<file path="config.mk">
export PLATFORM = sky130hd
export DESIGN_NAME = vec_backend
export DESIGN_NICKNAME = d
export VERILOG_FILES = /design/src/vbe_pkg.sv /design/src/uop_if.sv /design/src/cmd_queue.sv /design/src/uop_decode.sv /design/src/vec_issue.sv /design/src/vec_regfile.sv /design/src/vec_alu.sv /design/src/vec_retire.sv /design/src/vec_backend.sv
export VERILOG_INCLUDE_DIRS = /design/src
export SDC_FILE = /design/constraint.sdc
export NUM_CORES = 1
export LEC_CHECK = 0
export BUFFER_PORTS_ARGS = -buffer_cell sky130_fd_sc_hd__buf_2
export CAP_MARGIN = 10
export CELL_PAD_IN_SITES_DETAIL_PLACEMENT = 1
export CELL_PAD_IN_SITES_GLOBAL_PLACEMENT = 2
export CORE_MARGIN = 4
export CORE_UTILIZATION = 35
export DETAILED_ROUTE_END_ITERATION = 8
export PLACE_DENSITY_LB_ADDON = 0.12
export SETUP_SLACK_MARGIN = 0.2
export SYNTH_ARGS = -nofsm -noshare
export SYNTH_HDL_FRONTEND = slang
export SYNTH_SLANG_ARGS = --single-unit
</file>
<file path="constraint.sdc">
create_clock -name clk -period 6.5 [get_ports clk]
set_input_delay 0.325 -clock clk [delete_from_list [all_inputs] [get_ports clk]]
set_output_delay 0.325 -clock clk [all_outputs]
set_load 0.01 [all_outputs]
</file>
<file path="src/vbe_macros.svh">
`ifndef VBE_MACROS_SVH
`define VBE_MACROS_SVH

// Lane geometry
`define VBE_LANES    4
`define VBE_LANE_W   8

// Full register width, lanes times lane width
`define VBE_VLEN     32

// Architectural vector registers
`define VBE_NREG     8

// Command queue entries, kept a power of two so pointers wrap
`define VBE_CQ_DEPTH 4

// Instruction word
`define VBE_INST_W   16

`endif

</file>
<file path="src/vbe_pkg.sv">
`include "vbe_macros.svh"

package vbe_pkg;

  typedef enum logic [2:0] {
    VADD   = 3'd0,
    VSADDU = 3'd1,
    VSUB   = 3'd2,
    VAND   = 3'd3,
    VMV_I  = 3'd4,
    VADD_I = 3'd5
  } vop_e;

  // Register-register form
  typedef struct packed {
    vop_e       funct;
    logic       lmul2;
    logic [2:0] vd;
    logic [2:0] vs2;
    logic [2:0] rsvd;
    logic [2:0] vs1;
  } vinst_vv_t;

  // Immediate form, low six bits are a signed immediate
  typedef struct packed {
    vop_e              funct;
    logic              lmul2;
    logic [2:0]        vd;
    logic [2:0]        vs2;
    logic signed [5:0] imm;
  } vinst_vi_t;

  // The opcode picks which view applies to the low bits
  typedef union packed {
    vinst_vv_t vv;
    vinst_vi_t vi;
  } vinst_u;

  typedef struct packed {
    vop_e                   op;
    logic [2:0]             vd;
    logic [2:0]             vs1;
    logic [2:0]             vs2;
    logic                   use_vs1;
    logic [`VBE_LANE_W-1:0] imm;
  } uop_t;

endpackage

</file>
<file path="src/uop_if.sv">
`timescale 1ns/100ps

interface uop_if;
  import vbe_pkg::*;

  logic valid;
  logic ready;
  uop_t uop;

  // Producer side
  modport src (
    output valid,
    output uop,
    input  ready
  );

  // Consumer side
  modport dst (
    input  valid,
    input  uop,
    output ready
  );

endinterface

</file>
<file path="src/cmd_queue.sv">
`timescale 1ns/100ps
`include "vbe_macros.svh"

module cmd_queue (
  input  logic            clk,
  input  logic            rst_n,
  input  logic            in_valid_i,
  input  vbe_pkg::vinst_u in_data_i,
  output logic            in_ready_o,
  output logic            out_valid_o,
  output vbe_pkg::vinst_u out_data_o,
  input  logic            out_ready_i
);
  import vbe_pkg::*;

  vinst_u                               mem [`VBE_CQ_DEPTH];
  logic [$clog2(`VBE_CQ_DEPTH)-1:0]     wr_ptr;
  logic [$clog2(`VBE_CQ_DEPTH)-1:0]     rd_ptr;
  logic [$clog2(`VBE_CQ_DEPTH+1)-1:0]   count;
  logic                                 full;
  logic                                 push;
  logic                                 pop;

  assign full        = (count == `VBE_CQ_DEPTH);
  // A full queue still takes an entry when the head leaves this cycle
  assign in_ready_o  = !full || out_ready_i;
  assign out_valid_o = (count != '0);
  assign out_data_o  = mem[rd_ptr];

  assign push = in_valid_i && in_ready_o;
  assign pop  = out_valid_o && out_ready_i;

  always_ff @(posedge clk) begin
    if (push) begin
      mem[wr_ptr] <= in_data_i;
    end
  end

  always_ff @(posedge clk or negedge rst_n) begin
    if (!rst_n) begin
      wr_ptr <= '0;
      rd_ptr <= '0;
      count  <= '0;
    end else begin
      if (push) begin
        wr_ptr <= wr_ptr + 1'b1;
      end
      if (pop) begin
        rd_ptr <= rd_ptr + 1'b1;
      end
      case ({push, pop})
        2'b10:   count <= count + 1'b1;
        2'b01:   count <= count - 1'b1;
        default: count <= count;
      endcase
    end
  end

endmodule

</file>
<file path="src/uop_decode.sv">
`timescale 1ns/100ps
`include "vbe_macros.svh"

module uop_decode (
  input  logic            clk,
  input  logic            rst_n,
  input  logic            inst_valid_i,
  input  vbe_pkg::vinst_u inst_i,
  output logic            inst_ready_o,
  uop_if.src              uop_o
);
  import vbe_pkg::*;

  logic half;
  logic is_imm;
  logic can_load;
  logic load;
  logic last;
  uop_t uop_d;

  // Immediate opcodes read the low bits through the vi view
  assign is_imm   = (inst_i.vv.funct == VMV_I) || (inst_i.vv.funct == VADD_I);
  assign can_load = !uop_o.valid || uop_o.ready;
  assign load     = can_load && inst_valid_i;
  assign last     = !inst_i.vv.lmul2 || half;

  // Queue head is popped together with the last micro-op
  assign inst_ready_o = can_load && last;

  always_comb begin
    uop_d.op      = inst_i.vv.funct;
    uop_d.vd      = inst_i.vv.vd + {2'b00, half};
    uop_d.vs2     = inst_i.vv.vs2 + {2'b00, half};
    uop_d.use_vs1 = !is_imm;
    if (is_imm) begin
      uop_d.vs1 = '0;
      // Sign-extend to one lane
      uop_d.imm = {{(`VBE_LANE_W-6){inst_i.vi.imm[5]}}, inst_i.vi.imm};
    end else begin
      uop_d.vs1 = inst_i.vv.vs1 + {2'b00, half};
      uop_d.imm = '0;
    end
  end

  always_ff @(posedge clk or negedge rst_n) begin
    if (!rst_n) begin
      uop_o.valid <= 1'b0;
      half        <= 1'b0;
    end else begin
      if (can_load) begin
        uop_o.valid <= inst_valid_i;
      end
      // Second half follows only for LMUL=2
      if (load) begin
        half <= inst_i.vv.lmul2 && !half;
      end
    end
  end

  always_ff @(posedge clk) begin
    if (load) begin
      uop_o.uop <= uop_d;
    end
  end

endmodule

</file>
<file path="src/vec_issue.sv">
`timescale 1ns/100ps
`include "vbe_macros.svh"

module vec_issue (
  input  logic                 clk,
  input  logic                 rst_n,
  uop_if.dst                   uop_i,
  output logic [2:0]           rd_addr_a_o,
  output logic [2:0]           rd_addr_b_o,
  input  logic [`VBE_VLEN-1:0] rd_data_a_i,
  input  logic [`VBE_VLEN-1:0] rd_data_b_i,
  input  logic                 wb_valid_i,
  input  logic [2:0]           wb_vd_i,
  output logic                 alu_valid_o,
  output vbe_pkg::vop_e        alu_op_o,
  output logic [2:0]           alu_vd_o,
  output logic [`VBE_VLEN-1:0] alu_a_o,
  output logic [`VBE_VLEN-1:0] alu_b_o,
  input  logic                 alu_ready_i
);
  import vbe_pkg::*;

  uop_t                 cur;
  logic [`VBE_NREG-1:0] pending;
  logic [`VBE_NREG-1:0] set_mask;
  logic [`VBE_NREG-1:0] clr_mask;
  logic                 hazard;
  logic                 issue;

  assign cur = uop_i.uop;

  // RAW on the sources, WAW on the destination
  assign hazard = pending[cur.vd] || pending[cur.vs2] ||
                  (cur.use_vs1 && pending[cur.vs1]);

  assign alu_valid_o = uop_i.valid && !hazard;
  assign uop_i.ready = alu_ready_i && !hazard;
  assign issue       = alu_valid_o && alu_ready_i;

  assign rd_addr_a_o = cur.vs2;
  assign rd_addr_b_o = cur.vs1;
  assign alu_op_o    = cur.op;
  assign alu_vd_o    = cur.vd;
  assign alu_a_o     = rd_data_a_i;
  // Immediate forms see the immediate broadcast to every lane
  assign alu_b_o     = cur.use_vs1 ? rd_data_b_i : {`VBE_LANES{cur.imm}};

  assign set_mask = issue ? (`VBE_NREG'(1) << cur.vd) : '0;
  assign clr_mask = wb_valid_i ? (`VBE_NREG'(1) << wb_vd_i) : '0;

  // Set at issue, cleared when the result is written back
  always_ff @(posedge clk or negedge rst_n) begin
    if (!rst_n) begin
      pending <= '0;
    end else begin
      pending <= (pending & ~clr_mask) | set_mask;
    end
  end

endmodule

</file>
<file path="src/vec_regfile.sv">
`timescale 1ns/100ps
`include "vbe_macros.svh"

module vec_regfile (
  input  logic                 clk,
  input  logic                 rst_n,
  input  logic [2:0]           rd_addr_a_i,
  output logic [`VBE_VLEN-1:0] rd_data_a_o,
  input  logic [2:0]           rd_addr_b_i,
  output logic [`VBE_VLEN-1:0] rd_data_b_o,
  input  logic                 wr_en_i,
  input  logic [2:0]           wr_addr_i,
  input  logic [`VBE_VLEN-1:0] wr_data_i
);

  logic [`VBE_VLEN-1:0] regs [`VBE_NREG];

  // Reads are combinational
  assign rd_data_a_o = regs[rd_addr_a_i];
  assign rd_data_b_o = regs[rd_addr_b_i];

  always_ff @(posedge clk or negedge rst_n) begin
    if (!rst_n) begin
      for (int i = 0; i < `VBE_NREG; i++) begin
        regs[i] <= '0;
      end
    end else if (wr_en_i) begin
      regs[wr_addr_i] <= wr_data_i;
    end
  end

endmodule

</file>
<file path="src/vec_alu.sv">
`timescale 1ns/100ps
`include "vbe_macros.svh"

module vec_alu (
  input  logic                 clk,
  input  logic                 rst_n,
  input  logic                 in_valid_i,
  input  vbe_pkg::vop_e        in_op_i,
  input  logic [2:0]           in_vd_i,
  input  logic [`VBE_VLEN-1:0] in_a_i,
  input  logic [`VBE_VLEN-1:0] in_b_i,
  output logic                 in_ready_o,
  output logic                 out_valid_o,
  output logic [2:0]           out_vd_o,
  output logic [`VBE_VLEN-1:0] out_data_o,
  output logic                 out_sat_o,
  input  logic                 out_ready_i
);
  import vbe_pkg::*;

  logic                  stall;
  logic [`VBE_VLEN-1:0]  lane_res;
  logic [`VBE_LANES-1:0] lane_sat;
  logic                  s1_valid;
  logic [2:0]            s1_vd;
  logic [`VBE_VLEN-1:0]  s1_res;
  logic [`VBE_LANES-1:0] s1_sat;

  // Unaccepted output freezes both stages
  assign stall      = out_valid_o && !out_ready_i;
  assign in_ready_o = !stall;

  always_comb begin
    logic [`VBE_LANE_W-1:0] a;
    logic [`VBE_LANE_W-1:0] b;
    logic [`VBE_LANE_W:0]   sum;
    for (int i = 0; i < `VBE_LANES; i++) begin
      a   = in_a_i[i*`VBE_LANE_W +: `VBE_LANE_W];
      b   = in_b_i[i*`VBE_LANE_W +: `VBE_LANE_W];
      sum = {1'b0, a} + {1'b0, b};
      lane_sat[i] = 1'b0;
      case (in_op_i)
        VADD, VADD_I: lane_res[i*`VBE_LANE_W +: `VBE_LANE_W] = sum[`VBE_LANE_W-1:0];
        VSADDU: begin
          // Clamp to all ones on carry out
          lane_res[i*`VBE_LANE_W +: `VBE_LANE_W] =
            sum[`VBE_LANE_W] ? {`VBE_LANE_W{1'b1}} : sum[`VBE_LANE_W-1:0];
          lane_sat[i] = sum[`VBE_LANE_W];
        end
        VSUB:    lane_res[i*`VBE_LANE_W +: `VBE_LANE_W] = a - b;
        VAND:    lane_res[i*`VBE_LANE_W +: `VBE_LANE_W] = a & b;
        VMV_I:   lane_res[i*`VBE_LANE_W +: `VBE_LANE_W] = b;
        default: lane_res[i*`VBE_LANE_W +: `VBE_LANE_W] = '0;
      endcase
    end
  end

  always_ff @(posedge clk or negedge rst_n) begin
    if (!rst_n) begin
      s1_valid    <= 1'b0;
      out_valid_o <= 1'b0;
    end else if (!stall) begin
      s1_valid    <= in_valid_i;
      out_valid_o <= s1_valid;
    end
  end

  always_ff @(posedge clk) begin
    if (!stall) begin
      s1_vd      <= in_vd_i;
      s1_res     <= lane_res;
      s1_sat     <= lane_sat;
      out_vd_o   <= s1_vd;
      out_data_o <= s1_res;
      // Any saturated lane flags the whole result
      out_sat_o  <= |s1_sat;
    end
  end

endmodule

</file>
<file path="src/vec_retire.sv">
`timescale 1ns/100ps
`include "vbe_macros.svh"

module vec_retire (
  input  logic                 clk,
  input  logic                 rst_n,
  input  logic                 in_valid_i,
  input  logic [2:0]           in_vd_i,
  input  logic [`VBE_VLEN-1:0] in_data_i,
  input  logic                 in_sat_i,
  output logic                 in_ready_o,
  output logic                 wr_en_o,
  output logic [2:0]           wr_addr_o,
  output logic [`VBE_VLEN-1:0] wr_data_o,
  output logic                 rt_valid_o,
  output logic [2:0]           rt_vd_o,
  output logic [`VBE_VLEN-1:0] rt_data_o,
  output logic                 rt_sat_o,
  input  logic                 rt_ready_i,
  output logic                 vxsat_o,
  input  logic                 vxsat_clr_i
);

  logic accept;

  // A held report blocks the ALU
  assign in_ready_o = !rt_valid_o || rt_ready_i;
  assign accept     = in_valid_i && in_ready_o;

  // Write-back happens on the same edge that loads the report
  assign wr_en_o   = accept;
  assign wr_addr_o = in_vd_i;
  assign wr_data_o = in_data_i;

  always_ff @(posedge clk or negedge rst_n) begin
    if (!rst_n) begin
      rt_valid_o <= 1'b0;
      vxsat_o    <= 1'b0;
    end else begin
      if (accept) begin
        rt_valid_o <= 1'b1;
      end else if (rt_ready_i) begin
        rt_valid_o <= 1'b0;
      end
      // Set wins over a clear in the same cycle
      if (accept && in_sat_i) begin
        vxsat_o <= 1'b1;
      end else if (vxsat_clr_i) begin
        vxsat_o <= 1'b0;
      end
    end
  end

  always_ff @(posedge clk) begin
    if (accept) begin
      rt_vd_o   <= in_vd_i;
      rt_data_o <= in_data_i;
      rt_sat_o  <= in_sat_i;
    end
  end

endmodule

</file>
<file path="src/vec_backend.sv">
`timescale 1ns/100ps
`include "vbe_macros.svh"

module vec_backend (
  input  logic                   clk,
  input  logic                   rst_n,
  input  logic                   inst_valid_i,
  input  logic [`VBE_INST_W-1:0] inst_i,
  output logic                   inst_ready_o,
  output logic                   rt_valid_o,
  output logic [2:0]             rt_vd_o,
  output logic [`VBE_VLEN-1:0]   rt_data_o,
  output logic                   rt_sat_o,
  input  logic                   rt_ready_i,
  output logic                   vxsat_o,
  input  logic                   vxsat_clr_i
);
  import vbe_pkg::*;

  // Queue to decode
  logic                 cq_valid;
  vinst_u               cq_data;
  logic                 cq_ready;

  // Register file ports
  logic [2:0]           rd_addr_a;
  logic [2:0]           rd_addr_b;
  logic [`VBE_VLEN-1:0] rd_data_a;
  logic [`VBE_VLEN-1:0] rd_data_b;
  logic                 wb_en;
  logic [2:0]           wb_vd;
  logic [`VBE_VLEN-1:0] wb_data;

  // Issue to ALU
  logic                 iss_valid;
  vop_e                 iss_op;
  logic [2:0]           iss_vd;
  logic [`VBE_VLEN-1:0] iss_a;
  logic [`VBE_VLEN-1:0] iss_b;
  logic                 iss_ready;

  // ALU to retire
  logic                 alu_valid;
  logic [2:0]           alu_vd;
  logic [`VBE_VLEN-1:0] alu_data;
  logic                 alu_sat;
  logic                 alu_ready;

  uop_if dec2iss ();

  cmd_queue u_cmd_queue (
    .clk         (clk),
    .rst_n       (rst_n),
    .in_valid_i  (inst_valid_i),
    .in_data_i   (inst_i),
    .in_ready_o  (inst_ready_o),
    .out_valid_o (cq_valid),
    .out_data_o  (cq_data),
    .out_ready_i (cq_ready)
  );

  uop_decode u_uop_decode (
    .clk          (clk),
    .rst_n        (rst_n),
    .inst_valid_i (cq_valid),
    .inst_i       (cq_data),
    .inst_ready_o (cq_ready),
    .uop_o        (dec2iss.src)
  );

  vec_issue u_vec_issue (
    .clk         (clk),
    .rst_n       (rst_n),
    .uop_i       (dec2iss.dst),
    .rd_addr_a_o (rd_addr_a),
    .rd_addr_b_o (rd_addr_b),
    .rd_data_a_i (rd_data_a),
    .rd_data_b_i (rd_data_b),
    .wb_valid_i  (wb_en),
    .wb_vd_i     (wb_vd),
    .alu_valid_o (iss_valid),
    .alu_op_o    (iss_op),
    .alu_vd_o    (iss_vd),
    .alu_a_o     (iss_a),
    .alu_b_o     (iss_b),
    .alu_ready_i (iss_ready)
  );

  vec_regfile u_vec_regfile (
    .clk         (clk),
    .rst_n       (rst_n),
    .rd_addr_a_i (rd_addr_a),
    .rd_data_a_o (rd_data_a),
    .rd_addr_b_i (rd_addr_b),
    .rd_data_b_o (rd_data_b),
    .wr_en_i     (wb_en),
    .wr_addr_i   (wb_vd),
    .wr_data_i   (wb_data)
  );

  vec_alu u_vec_alu (
    .clk         (clk),
    .rst_n       (rst_n),
    .in_valid_i  (iss_valid),
    .in_op_i     (iss_op),
    .in_vd_i     (iss_vd),
    .in_a_i      (iss_a),
    .in_b_i      (iss_b),
    .in_ready_o  (iss_ready),
    .out_valid_o (alu_valid),
    .out_vd_o    (alu_vd),
    .out_data_o  (alu_data),
    .out_sat_o   (alu_sat),
    .out_ready_i (alu_ready)
  );

  vec_retire u_vec_retire (
    .clk         (clk),
    .rst_n       (rst_n),
    .in_valid_i  (alu_valid),
    .in_vd_i     (alu_vd),
    .in_data_i   (alu_data),
    .in_sat_i    (alu_sat),
    .in_ready_o  (alu_ready),
    .wr_en_o     (wb_en),
    .wr_addr_o   (wb_vd),
    .wr_data_o   (wb_data),
    .rt_valid_o  (rt_valid_o),
    .rt_vd_o     (rt_vd_o),
    .rt_data_o   (rt_data_o),
    .rt_sat_o    (rt_sat_o),
    .rt_ready_i  (rt_ready_i),
    .vxsat_o     (vxsat_o),
    .vxsat_clr_i (vxsat_clr_i)
  );

endmodule

</file>
==> flow_summary_export.csv <==
group,metric,value,unit
status,run_status,"finished clean",
logic_synthesis,synth_top_flop_cell,"sky130_fd_sc_hd__dfrtp_1",
min_path,worstHoldPathType,"primary input to flop",
timing,hold_slack,111,ps
die,die_height,273,um
grt,grt.total_usage,0.190,
logic_synthesis,ys_seq_elements,471,
die,floorplan.initialDensity,0.353,
grt,gr-usage-met1,0.252,
grt,grt_use_met3,0.0245,
timing,max-slew-margin-rel,0.275,
routing,route.antenna.remaining_nets,0,
clock_tree,cts_sinks,471,
logic_synthesis,mappedNetlistArea,24600,sq um
logic_synthesis,synth.top_cell.area_share,0.281,
clock_tree,clock_insertion_delay_worst_skew,640,ps
routing,drt_first_pass_iters,7,
clock_tree,clk_root_buffer_cell,"sky130_fd_sc_hd__clkbuf_16",
timing,max_freq,224,MHz
layout,layout-drive-gt1-share,0.363,
layout,insertedDiodeCount,0,
grt,global_route.overflow_total,0,
critical_path,cp.buffers_inverters,2,
logic_synthesis,number_of_synthesized_flops_with_an_enable_pin,194,
clock_tree,clk_transition_reported_paths,60,ps
die,io_pins,60,
placed_design,dp_hpwl,42100,um
critical_path,critical_path.endpoint_type,"flop",
routing,drt_first_iter_violations,890,
timing,totalNegativeSetupSlack,0,ps
grt,busiest_layer,"met2",
routing,vias_per_inst,5.54,
critical_path,critical_path.slowest_cell,"sky130_fd_sc_hd__o31a_1",
critical_path,start_kind,"flop",
routing,vias,15100,
clock_tree,cts_hold_buf,19,
timing,worst_slew_pin_slew,1080,ps
logic_synthesis,yosysMostFrequentCell,"sky130_fd_sc_hd__mux2_2",
timing,finalWorstPathRequiredPeriod,4470,ps
placed_design,io_buffer_count,59,
clock_tree,cts_tree,"done",
grt,grt_antenna_before_repair,0,
logic_synthesis,synthesis.area_per_instance,14.6,sq um
critical_path,worst-path-max-fanout,69,
critical_path,delay_of_the_slowest_cell_on_the_worst_path,840,ps
logic_synthesis,async_reset_ff_frac,0.588,
logic_synthesis,seq_area_frac_synth,0.518,
timing,final-hold-violation-count,0,
critical_path,worst_path_dominant_cell_family,"compound AO/OA/AOI/OAI gates",
placed_design,globalplace.congestion,0.792,
timing,fin_worst_skew,35.7,ps
logic_synthesis,ys.warnings.count,0,
die,chipWidth,273,um
critical_path,crit_arrival,5030,ps
clock_tree,cts_max_level,2,
clock_tree,post_cts_buffers,0,
critical_path,critPathRequiredTime,7070,ps
timing,grt_setup_unrepaired,"no",
clock_tree,cts.path.max_buffers,3,
timing,fin_crit_sh,0.687,
grt,grt_pass1_wl,108000,um
routing,remaining_drc_errors,0,
logic_synthesis,netlist-cell-type-count,79,
logic_synthesis,most_frequent_cells_after_synthesis,"300 x sky130_fd_sc_hd__mux2_2, 277 x sky130_fd_sc_hd__dfrtp_1, 194 x sky130_fd_sc_hd__edfxtp_1, 145 x sky130_fd_sc_hd__mux4_2, 71 x sky130_fd_sc_hd__ha_1",
critical_path,cells_traversed_along_the_worst_timing_path,"buf_12, mux4_2, mux2_2, a21oi_1, nand2b_1, o31a_1, and2_1, ha_1, inv_1, fa_1, xor2_1, nor2_1, xor2_1",
routing,postRouteWirelength,70000,um
die,placementRows,97,
flow_run,drv_cap,0,
critical_path,classification_of_the_worst_setup_path,"flop to flop",
timing,final_max_slew_violation_count,0,
layout,layout.nets,1840,
timing,report.final.setup_viol,0,
logic_synthesis,synth.top_cells.by_area,"sky130_fd_sc_hd__dfrtp_1 28%, sky130_fd_sc_hd__edfxtp_1 24%, sky130_fd_sc_hd__mux2_2 14%, sky130_fd_sc_hd__mux4_2 13%, sky130_fd_sc_hd__ha_1 3.6%",
die,coreArea,69900,sq um
grt,global_route.usage.met2,0.332,
die,fp.dieArea,74700,sq um
clock_tree,cts_resized,0,
routing,per_cell_routed_wire_length,25.6,um
critical_path,cp_common_cell,"sky130_fd_sc_hd__xor2_1",
logic_synthesis,synthCells,1683,
clock_tree,cts-buffers-inserted,57,
layout,syn2layout_area_growth,14.2,%
logic_synthesis,synth_area_leader_cell,"sky130_fd_sc_hd__dfrtp_1",
logic_synthesis,synthesis.nets,1776,
grt,grt_pass1_vias,16800,
grt,grt_start_max_net_pins,143,
-- layout by cell type (no fill, tap or decap), types with 9 or more instances in the layout --
master	netlist	routed
sky130_fd_sc_hd__nand2_1	56	54
sky130_fd_sc_hd__o21ai_0	27	27
sky130_fd_sc_hd__buf_4	2	25
sky130_fd_sc_hd__buf_2	12	58
sky130_fd_sc_hd__inv_1	61	60
sky130_fd_sc_hd__xnor2_1	26	26
sky130_fd_sc_hd__o2111ai_1	9	9
sky130_fd_sc_hd__clkbuf_1	69	15
sky130_fd_sc_hd__nor2b_1	9	9
sky130_fd_sc_hd__nand3_1	17	16
sky130_fd_sc_hd__ha_1	71	71
sky130_fd_sc_hd__a222oi_1	10	10
sky130_fd_sc_hd__clkinv_1	1	11
sky130_fd_sc_hd__nor3_1	19	16
sky130_fd_sc_hd__mux2_2	300	300
sky130_fd_sc_hd__mux4_2	145	145
sky130_fd_sc_hd__o211ai_1	16	16
sky130_fd_sc_hd__nand2b_1	14	14
sky130_fd_sc_hd__a22oi_1	16	16
sky130_fd_sc_hd__edfxtp_1	194	194
sky130_fd_sc_hd__clkbuf_16	0	59
sky130_fd_sc_hd__a21oi_1	48	48
sky130_fd_sc_hd__and2_1	9	9
sky130_fd_sc_hd__a21o_1	24	24
sky130_fd_sc_hd__dfrtp_1	277	277
sky130_fd_sc_hd__dlygate4sd3_1	0	19
sky130_fd_sc_hd__mux2i_1	41	41
sky130_fd_sc_hd__nor2_1	52	51
-- metal layers --
metal,part of all wire,up-vias
met1,0.44,8142
met2,0.50,219
met4,0.024,0
met5,0,-
met3,0.031,89
li1,-,6692
-- worst paths after layout --
| check | start | end | slack, ps | cells past startpoint |
|---|---|---|---|---|
| worst max-delay path | u_uop_decode.uop_o.uop[12]$_SDFFCE_PN0P_ | u_cmd_queue.count[2]$_DFFE_PN0P_ | 2030 | 13 |
| min in group asynchronous | rst_n | u_vec_regfile.regs[225]$_DFFE_PN0P_ | 320 | 2 |
| worst max register to register | u_uop_decode.uop_o.uop[12]$_SDFFCE_PN0P_ | u_cmd_queue.count[2]$_DFFE_PN0P_ | 2030 | 13 |
| worst min register to register | u_vec_alu.s1_res[3]$_SDFFCE_PN0P_ | u_vec_alu.out_data_o[3]$_DFFE_PP_ | 420 | 0 |
| worst min-delay path | inst_valid_i | u_cmd_queue.wr_ptr[0]$_DFFE_PN0P_ | 110 | 3 |
| max in group asynchronous | rst_n | u_vec_regfile.regs[182]$_DFFE_PN0P_ | 4810 | 3 |
-- cell type report --
type	count	area (sq um)
Tap cell	940	1180
Clock buffer	80	1620
Timing Repair Buffer	108	783
Sequential cell	471	12800
Fill cell	7086	41800
Multi-Input combinational cell	1045	11300
Clock inverter	27	285
Inverter	64	240
-- worst register-to-register path: stages, from the launching register on --
cell and delay (ps):
sky130_fd_sc_hd__edfxtp_1 370, sky130_fd_sc_hd__buf_12 500, sky130_fd_sc_hd__mux4_2 600, sky130_fd_sc_hd__mux2_2 270, sky130_fd_sc_hd__a21oi_1 280, sky130_fd_sc_hd__nand2b_1 200, sky130_fd_sc_hd__o31a_1 840, sky130_fd_sc_hd__and2_1 290
sky130_fd_sc_hd__ha_1 200, sky130_fd_sc_hd__inv_1 60, sky130_fd_sc_hd__fa_1 370, sky130_fd_sc_hd__xor2_1 150, sky130_fd_sc_hd__nor2_1 120, sky130_fd_sc_hd__xor2_1 160
-- stage by stage --
step / std cells / cell area (sq um) / setup WS (ps) / util
final: 2735 / 28100 / 2030 / 0.402
after global routing: 2735 / 28100 / 1640 / 0.402
after CTS: 2735 / 28100 / 1870 / 0.402
after detailed placement: 2609 / 26000 / 1890 / 0.372
after global placement: 2609 / 26000 / 2030 / 0.372
after floorplan: 1683 / 24600 / 1640 / -
-- logic make-up (layout without fill, tap and decap cells) --
group	Yosys count	count (layout)	share of synthesized area
AOI/OAI and AO/OA	234	234	0.0712
xor gates and xnor gates	33	33	0.0117
adders and majority gates	73	73	0.0373
buffers and inverters	167	279	0.0273
DFF	471	471	0.518
muxes	496	496	0.293
and+or+nand+nor	209	209	0.0415
-- flip-flops by register name (all words and copies together) (netlist names) --
name	flops
u_vec_regfile.regs	256
u_cmd_queue.mem	64
u_vec_alu.out_data_o	32
u_vec_alu.s1_res	32
u_vec_retire.rt_data_o	32
u_uop_decode.uop_o.uop	19
u_vec_issue.pending	8
u_vec_alu.s1_sat	4
u_cmd_queue.count	3
u_vec_alu.out_vd_o	3
u_vec_alu.s1_vd	3
u_vec_retire.rt_vd_o	3
u_cmd_queue.rd_ptr	2
u_cmd_queue.wr_ptr	2
u_uop_decode.half	1
u_uop_decode.uop_o.valid	1
u_vec_alu.out_sat_o	1
u_vec_alu.out_valid_o	1
u_vec_alu.s1_valid	1
u_vec_retire.rt_sat_o	1
u_vec_retire.rt_valid_o	1
u_vec_retire.vxsat_o	1
Power is not shown: default switching activity piles up to over one toggle a cycle in this logic, so the estimate is an artifact.
